`src/dp_defs.svh`:
```
`ifndef DP_DEFS_SVH
`define DP_DEFS_SVH

`define DP_DATA_W 32
`define DP_ADDR_W 5

// major opcodes
`define OP_ALU     6'b100000
`define OP_ALU_IMM 6'b100001

// sub-opcodes
`define SUB_ADD   5'b00000
`define SUB_SUB   5'b00001
`define SUB_AND   5'b00010
`define SUB_XOR   5'b00011
`define SUB_OR    5'b00100
`define SUB_SLLI  5'b01000
`define SUB_SRLI  5'b01001
`define SUB_ROTRI 5'b01011

// immediate formats
`define IMM_ZE5  2'b00
`define IMM_SE15 2'b01
`define IMM_ZE15 2'b10
`define IMM_SE20 2'b11

`endif

```
`src/dp_pkg.sv`:
```
`include "dp_defs.svh"

package dp_pkg;

  typedef logic [`DP_DATA_W-1:0] word_t;
  typedef logic [`DP_ADDR_W-1:0] reg_addr_t;

  typedef logic [5:0] opcode_t;
  typedef logic [4:0] sub_opcode_t;

  typedef logic [1:0] imm_fmt_t;

  // sequencer phases, one operation at a time
  typedef enum logic [2:0] {
    PH_IDLE  = 3'd0,
    PH_FETCH = 3'd1,
    PH_EXEC  = 3'd2,
    PH_WB    = 3'd3,
    PH_DONE  = 3'd4
  } phase_t;

endpackage

```
`src/alu32.sv`:
```
`timescale 1ns/10ps
`include "dp_defs.svh"

module alu32 (
  input  dp_pkg::word_t       src1,
  input  dp_pkg::word_t       src2,
  input  dp_pkg::opcode_t     opcode,
  input  dp_pkg::sub_opcode_t sub_opcode,
  output dp_pkg::word_t       result,
  output logic                overflow
);

  localparam int W   = `DP_DATA_W;
  localparam int MSB = W - 1;

  dp_pkg::word_t     sum;
  dp_pkg::word_t     diff;
  logic              ovf_add;
  logic              ovf_sub;
  logic [4:0]        shamt;
  logic [2*W-1:0]    rot_pair;
  logic              is_alu;

  assign sum  = src1 + src2;
  assign diff = src1 - src2;

  // signed overflow, operand signs vs result sign
  assign ovf_add = (src1[MSB] == src2[MSB]) && (sum[MSB] != src1[MSB]);
  assign ovf_sub = (src1[MSB] != src2[MSB]) && (diff[MSB] != src1[MSB]);

  assign shamt    = src2[4:0];
  assign rot_pair = {src1, src1} >> shamt; // low half is the rotate

  assign is_alu = (opcode == `OP_ALU) || (opcode == `OP_ALU_IMM);

  always_comb begin
    result   = '0;
    overflow = 1'b0;
    if (is_alu) begin
      case (sub_opcode)
        `SUB_ADD: begin
          result   = sum;
          overflow = ovf_add;
        end
        `SUB_SUB: begin
          result   = diff;
          overflow = ovf_sub;
        end
        `SUB_AND: begin
          result = src1 & src2;
        end
        `SUB_OR: begin
          result = src1 | src2;
        end
        `SUB_XOR: begin
          result = src1 ^ src2;
        end
        `SUB_SLLI: begin
          result = src1 << shamt;
        end
        `SUB_SRLI: begin
          result = src1 >> shamt; // logical
        end
        `SUB_ROTRI: begin
          result = rot_pair[W-1:0];
        end
        default: begin
          result = '0;
        end
      endcase
    end
  end

endmodule

```
`src/dp_top.sv`:
```
`timescale 1ns/10ps

module dp_top (
  input  logic                clk,
  input  logic                rst_n,
  input  logic                req,
  input  dp_pkg::reg_addr_t   raddr1,
  input  dp_pkg::reg_addr_t   raddr2,
  input  dp_pkg::reg_addr_t   waddr,
  input  logic         [4:0]  imm5,
  input  logic         [14:0] imm15,
  input  logic         [19:0] imm20,
  input  dp_pkg::imm_fmt_t    imm_fmt,
  input  logic                imm_sel,
  input  logic                wb_sel,
  input  dp_pkg::opcode_t     opcode,
  input  dp_pkg::sub_opcode_t sub_opcode,
  output logic                ack,
  output dp_pkg::word_t       result,
  output logic                overflow
);

  logic          fetch_en;
  logic          exec_en;
  logic          wb_en;
  dp_pkg::word_t rdata1;
  dp_pkg::word_t rdata2;
  dp_pkg::word_t imm;
  dp_pkg::word_t op2;
  dp_pkg::word_t src1_q;
  dp_pkg::word_t src2_q;
  dp_pkg::word_t alu_res;
  logic          alu_ovf;
  dp_pkg::word_t alu_res_q;
  logic          alu_ovf_q;
  dp_pkg::word_t wb_data;

  phase_ctrl u_phase (
    .clk      (clk),
    .rst_n    (rst_n),
    .req      (req),
    .ack      (ack),
    .fetch_en (fetch_en),
    .exec_en  (exec_en),
    .wb_en    (wb_en)
  );

  regfile u_rf (
    .clk    (clk),
    .rst_n  (rst_n),
    .raddr1 (raddr1),
    .raddr2 (raddr2),
    .waddr  (waddr),
    .wdata  (wb_data),
    .we     (wb_en),
    .rdata1 (rdata1),
    .rdata2 (rdata2)
  );

  imm_ext u_imm (
    .imm5  (imm5),
    .imm15 (imm15),
    .imm20 (imm20),
    .fmt   (imm_fmt),
    .imm   (imm)
  );

  assign op2 = imm_sel ? imm : rdata2;

  // operand latch
  always_ff @(posedge clk) begin
    if (fetch_en) begin
      src1_q <= rdata1;
      src2_q <= op2;
    end
  end

  alu32 u_alu (
    .src1       (src1_q),
    .src2       (src2_q),
    .opcode     (opcode),
    .sub_opcode (sub_opcode),
    .result     (alu_res),
    .overflow   (alu_ovf)
  );

  always_ff @(posedge clk) begin
    if (exec_en) begin
      alu_res_q <= alu_res;
      alu_ovf_q <= alu_ovf;
    end
  end

  // move bypasses the ALU
  assign wb_data = wb_sel ? src2_q : alu_res_q;

  always_ff @(posedge clk) begin
    if (!rst_n) begin
      result   <= '0;
      overflow <= 1'b0;
    end else if (wb_en) begin
      result   <= wb_data;
      overflow <= !wb_sel && alu_ovf_q; // a move never overflows
    end
  end

endmodule

```
`src/imm_ext.sv`:
```
`timescale 1ns/10ps
`include "dp_defs.svh"

module imm_ext (
  input  logic             [4:0]  imm5,
  input  logic             [14:0] imm15,
  input  logic             [19:0] imm20,
  input  dp_pkg::imm_fmt_t        fmt,
  output dp_pkg::word_t           imm
);

  localparam int W = `DP_DATA_W;

  always_comb begin
    case (fmt)
      `IMM_ZE5: begin
        imm = {{(W-5){1'b0}}, imm5};
      end
      `IMM_SE15: begin
        imm = {{(W-15){imm15[14]}}, imm15};
      end
      `IMM_ZE15: begin
        imm = {{(W-15){1'b0}}, imm15};
      end
      `IMM_SE20: begin
        imm = {{(W-20){imm20[19]}}, imm20};
      end
      default: begin
        imm = '0; // unreachable with a 2-bit select
      end
    endcase
  end

endmodule

```
`src/phase_ctrl.sv`:
```
`timescale 1ns/10ps

module phase_ctrl (
  input  logic clk,
  input  logic rst_n,
  input  logic req,
  output logic ack,
  output logic fetch_en,
  output logic exec_en,
  output logic wb_en
);

  dp_pkg::phase_t state_q;
  dp_pkg::phase_t state_d;

  always_comb begin
    state_d = state_q;
    case (state_q)
      dp_pkg::PH_IDLE:  if (req) state_d = dp_pkg::PH_FETCH;
      dp_pkg::PH_FETCH: state_d = dp_pkg::PH_EXEC;
      dp_pkg::PH_EXEC:  state_d = dp_pkg::PH_WB;
      dp_pkg::PH_WB:    state_d = dp_pkg::PH_DONE;
      dp_pkg::PH_DONE:  if (!req) state_d = dp_pkg::PH_IDLE; // wait for req release
      default:          state_d = dp_pkg::PH_IDLE;
    endcase
  end

  always_ff @(posedge clk) begin
    if (!rst_n) begin
      state_q <= dp_pkg::PH_IDLE;
      ack     <= 1'b0;
    end else begin
      state_q <= state_d;
      // rises one edge into PH_DONE, drops on the edge that sees req low
      ack     <= (state_q == dp_pkg::PH_DONE) && req;
    end
  end

  assign fetch_en = (state_q == dp_pkg::PH_FETCH);
  assign exec_en  = (state_q == dp_pkg::PH_EXEC);
  assign wb_en    = (state_q == dp_pkg::PH_WB);

endmodule

```
`src/regfile.sv`:
```
`timescale 1ns/10ps
`include "dp_defs.svh"

module regfile (
  input  logic              clk,
  input  logic              rst_n,
  input  dp_pkg::reg_addr_t raddr1,
  input  dp_pkg::reg_addr_t raddr2,
  input  dp_pkg::reg_addr_t waddr,
  input  dp_pkg::word_t     wdata,
  input  logic              we,
  output dp_pkg::word_t     rdata1,
  output dp_pkg::word_t     rdata2
);

  localparam int NREGS = 2 ** `DP_ADDR_W;

  dp_pkg::word_t regs [NREGS];

  // r0 is an ordinary register here, not hardwired to zero
  always_ff @(posedge clk) begin
    if (!rst_n) begin
      for (int i = 0; i < NREGS; i++) begin
        regs[i] <= '0;
      end
    end else if (we) begin
      regs[waddr] <= wdata;
    end
  end

  // async read, old value seen during a write cycle
  assign rdata1 = regs[raddr1];
  assign rdata2 = regs[raddr2];

endmodule
```
`config.mk`:
```
export PLATFORM = sky130hd
export DESIGN_NAME = dp_top
export DESIGN_NICKNAME = d
export VERILOG_FILES = /design/src/dp_pkg.sv /design/src/alu32.sv /design/src/dp_top.sv /design/src/imm_ext.sv /design/src/phase_ctrl.sv /design/src/regfile.sv
export VERILOG_INCLUDE_DIRS = /design/src
export SDC_FILE = /design/constraint.sdc
export NUM_CORES = 2
export LEC_CHECK = 0
export ABC_AREA = 1
export BUFFER_PORTS_ARGS = -buffer_cell sky130_fd_sc_hd__buf_2
export CORE_MARGIN = 5
export CORE_UTILIZATION = 25
export CTS_BUF_LIST = sky130_fd_sc_hd__clkbuf_4
export CTS_CLUSTER_SIZE = 16
export DETAILED_ROUTE_END_ITERATION = 6
export PLACE_DENSITY = 0.37
export SYNTH_ARGS = -nofsm -noshare
export SYNTH_HDL_FRONTEND = slang
export SYNTH_SLANG_ARGS = --single-unit
```
`constraint.sdc`:
```
create_clock -name clk -period 6.4 [get_ports clk]
set_input_delay 1.28 -clock clk [delete_from_list [all_inputs] [get_ports clk]]
set_output_delay 1.28 -clock clk [all_outputs]
set_load 0.02 [all_outputs]
```
# Word-level counts from Yosys, hierarchy flattened
# Memories as Yosys holds them, arrays and structs flattened. A register that Yosys moved wholly into a read port is not among the register bits.
# Cells that the tools add are included.
# totals
reg_bits,102
ram_bits,1024
mem_count,1
# memory_table
memory,words,word_bits,read_ports,rd_clocked_by_memory_dff,wr,line,source
u_rf.regs,32,32,2,1,32,regfile.sv:18,dp_pkg::word_t regs [NREGS];
# op_classes
eq_ne,22
n_bitwise,3
n_addsub,2
n_reduce_logical,11
shift,3
muxes,15
# ops
cell,n
$pmux W32 S8,1
$pmux W32 S4,1
$mux W32,3
$shr A64 B5 Y32,1
$add A32 B32 Y32,1
$and A32 B32 Y32,1
$or A32 B32 Y32,1
$reduce_or A32 Y1,1
$shl A32 B5 Y32,1
$shr A32 B5 Y32,1
$sub A32 B32 Y32,1
$xor A32 B32 Y32,1
$eq A5 B4 Y1 const B,3
$pmux W3 S5,1
$eq A6 B6 Y1 const B,2
$eq A5 B2 Y1 const B,2
$eq A3 B2 Y1 const B,2
$mux W3,2
$eq A5 B1 Y1 const B,1
$eq A5 B3 Y1 const B,1
$logic_not A5 Y1,1
$mux W1,5
$mux W5,1
$eq A2 B2 Y1 const B,2
13 further kinds,19

# Longest topological paths before layout
# logic_depth
ltp_word,6
depth_mapped,19
ltp_nobuf,17

# Modules after synthesis
# From an unflattened synthesis, not the netlist that was laid out.
# unflattened
hier_cells,9952
area_unflattened_um2,72484.5
# by_module_without_submodules
module,n_inst,cells_each,area_per_inst_um2
regfile,1,7220,56570.5
alu32,1,2110,10168.5
dp_top,1,511,5163.7
imm_ext,1,82,396.6
phase_ctrl,1,29,185.2

# Worst setup path after synthesis
# Ideal clock, no wire load.
# synth_timing
path_kind,register to register
from,reg u_phase.state_q[0]
to,"reg src1_q[0], read port of u_rf.regs (enable)"
stages_incl_launch_ff,3
t_arrival_ps,4759
required_time_ps,5833
setup_time_ps,567
setup_slack_ps,1074
synth_period_minus_slack_ps,5326
cell_sequence,dfxtp_1 > inv_1 > nor3_1
# synth_via
elab_chain_cells,1
# synth_rtl
element,line,source
from (decl),phase_ctrl.sv:13,dp_pkg::phase_t state_q;
from (signal assigned),phase_ctrl.sv:30,state_q <= dp_pkg::PH_IDLE;
from (signal assigned),phase_ctrl.sv:33,state_q <= state_d;
$eq A3 B1 Y1,phase_ctrl.sv:39,assign fetch_en = (state_q == dp_pkg::PH_FETCH);
to (decl),dp_top.sv:30,dp_pkg::word_t src1_q;
# No other way between the ends.
# A chain may end at the register's enable or synchronous reset.

==> flow_summary.ini <==
[run_status]
status = finished, final reports clean

[global_routing]
use_met2_pct = 38.1
gr-usage-met1_pct = 34.1
grt_pass1_vias = 64402
grt_max_degree = 133
grt.overflow.total = 0
busiest_layer = met2
antenna_found_initial = 33
use_met3_pct = 5.89
grt_usage_pct = 24.9
grt_pass1_wl_mm = 509

[sta]
setup_slack_ns = 2.19
hold_viol = 0
max_freq_mhz = 237
setup_tns_ns = 0
finClkSkew_ns = 0.130
finalMaxSlewViolations = 0
finalCriticalPeriod_ns = 4.21
relSlewSlack_pct = 16.8
hold_ws_ns = 0.275
period_share_pct = 65.8
setup_viol = 0
rsz0062_at_grt = no
worst_pin_slew_ns = 1.25

[routing]
wl_per_cell_um = 30.4
dr.pass1.iters = 7
dr.first_iter.drc_count = 8847
route.detailed.drc = 0
drt_wl_total_mm = 371
detail-route-antenna-nets = 0
vias = 67672
vias_per_cell = 5.54

[final_layout]
drive_above_1_share_pct = 11.7
final_util_pct = 28.4
design_area_sq_um = 77400
layout.nets = 8546
seq_area_sq_um = 34400
area_growth_pct = 13.2
final_common_cell = nor2_1
fin_cells = 12205
layout_common_cells = 2327 x nor2_1, 1246 x o21ai_0, 1121 x edfxtp_1, 848 x nand2_1, 556 x nand3_1
multiInputGateArea_sq_um = 30100
fillers = 29130

[placement]
gp_congestion = 0.949
post-place-ws_ns = 1.82
dp.cells = 11592
dpl-instance-area_sq_um = 73200
io_buffers = 105
hpwl_mm = 238

[worst_setup_path]
endpoint_kind = flip-flop
cpMaxStageDelayCell = nor3_4
r2r-start = u_phase.state_q[1]
worstPathArrival_ns = 5.18
ff2ff_setup_slack_ns = 2.19
crit_path_cell_trace = inv_1 > nor3_4 > buf_4 > nand2_1 > nor3_4 > nand2_2 > buf_4 > nand2_2 > buf_12
cp_max_fo = 66
critPathMaxStageDelay_ns = 0.83
ff2ff_path_depth = 9
worstPathRequired_ns = 7.37
cp-start-kind = flip-flop
criticalPathCategory = reg -> reg
rr_endpoint = u_rf.regs[23][12]

[clock_tree]
cts_tree = done
root_buffer = clkbuf_4
cts_hold_buf = 0
clock-sinks = 1158
h-tree-depth = 5
clk_latency_ns = 1.39
clockBufferDepth = 4
cts_made_buffers = 361
clk_pin_slew_ns = 0.08
postCtsSetupRepairBufs = 0
cts_resized = 0

[synth]
synth-async-reset-ratio_pct = 0
ys_seq_area_share_pct = 50.3
synthFlopType = edfxtp_1
synth_edf_count = 1121
yosys_warnings = 0
syn-cell-area_sq_um = 68400
avgSynthCellArea_sq_um = 8.14
ys_seq_elements = 1158
syn-num-nets = 8581
netlist_instances = 8401
ys_types = 49

[die]
die_x_um = 533
core_sq_um = 273000
dieArea_sq_um = 284000
die_y_um = 533
initial_core_util_pct = 25.1
num_io_pins = 107
row_count = 192

[job]
drv_cap = 0

[pwr]
p_total_mw = 20.4
powerDensity_nw_per_um2 = 264
p_leak_nw = 30.0
max-vdd-ir-drop_uv = 173

[worst_hold_path]
min_from = req
hold_class = in -> reg
whs_path_depth = 3
min_to = u_phase.state_q[0]
==> registers in the layout (all words and copies together) (netlist names) <==
name             flops
overflow             1
result              32
u_phase.ack          1
u_rf.regs         1024
src1_q              32
u_phase.state_q      3
alu_res_q           32
alu_ovf_q            1
src2_q              32
==> report_power, final <==
part | leakage, nW | switching [mW] | total (mW) | internal, mW
combinational | 15.7 | 3.31 | 4.28 | 0.974
sequential | 11.8 | 0.240 | 8.87 | 8.62
clock | 2.54 | 3.57 | 7.30 | 3.73
==> synthesized netlist by cell type, drive strengths merged, types with 3 or more instances <==
cell    count  area share, %
a211oi     13           0.14
a21oi     179            1.3
a22oi       7          0.077
a31oi      41           0.38
a32o       10           0.15
a32oi      25           0.32
and2       12           0.11
buf       284            2.1
clkbuf    466            2.6
clkinv      5          0.027
dfxtp      37            1.1
edfxtp   1121             49
ha        105            1.9
inv       323            1.8
nand2     912            5.0
nand3     556            4.1
nand3b      4          0.044
nand4      38           0.35
nor2     2330             13
nor3       27           0.27
nor4        3          0.027
o211ai     31           0.34
o21a       24           0.26
o21ai    1280            9.4
o21bai      6          0.066
o221ai    267            3.4
o22ai     269            2.5
o31ai       4          0.044
or2        11           0.10
==> logic make-up after synthesis <==
| logic type | share of synthesized area (%) |
|---|---|
| compound gates | 18.4 |
| xor+xnor | 0.0256 |
| fa+ha+maj | 1.98 |
| buf+inv | 6.50 |
| flops | 50.3 |
| simple gates | 22.8 |
==> worst max-delay path by stage <==
| stage | from | end | slack [ns] | depth (start not counted) |
|---|---|---|---|---|
| 2_1_floorplan | u_phase.state_q[0] | src1_q[0] | 1.07 | 2 |
| 3_3_place_gp | raddr2[0] | src2_q[22] | 1.82 | 9 |
| 5_1_grt | u_phase.state_q[1] | u_rf.regs[23][12] | 1.98 | 9 |
| 6_report | u_phase.state_q[1] | u_rf.regs[23][12] | 2.19 | 9 |
| 4_1_cts | u_phase.state_q[1] | u_rf.regs[23][12] | 2.19 | 9 |
| 3_5_place_dp | raddr2[1] | src2_q[22] | 1.82 | 9 |
==> critical path, delay by kind of cell (launching register included) <==
family,cells,cell delay [ns]
buf+inv,4,1.30
flops,1,0.36
simple gates,5,2.11
==> metal layers <==
layer,up-vias,wire length [um],part of all wire (%)
li1,29480,-,-
met1,33672,159000,43
met2,3800,161000,43
met5,-,83,0.022
met4,12,15500,4.2
met3,708,34900,9.4
==> layout make-up <==
cell class              count  share of cell area [%]
diodes                     16                  0.0517
multi-input cells        6165                    38.9
well taps                3589                    5.80
flip-flops and latches   1158                    44.4
repair buffers            352                    3.75
inverters                 328                    1.65
clock buffers             516                    5.00
clock inverters            81                   0.462
No activity file was read; power rests on OpenSTA's default activity.
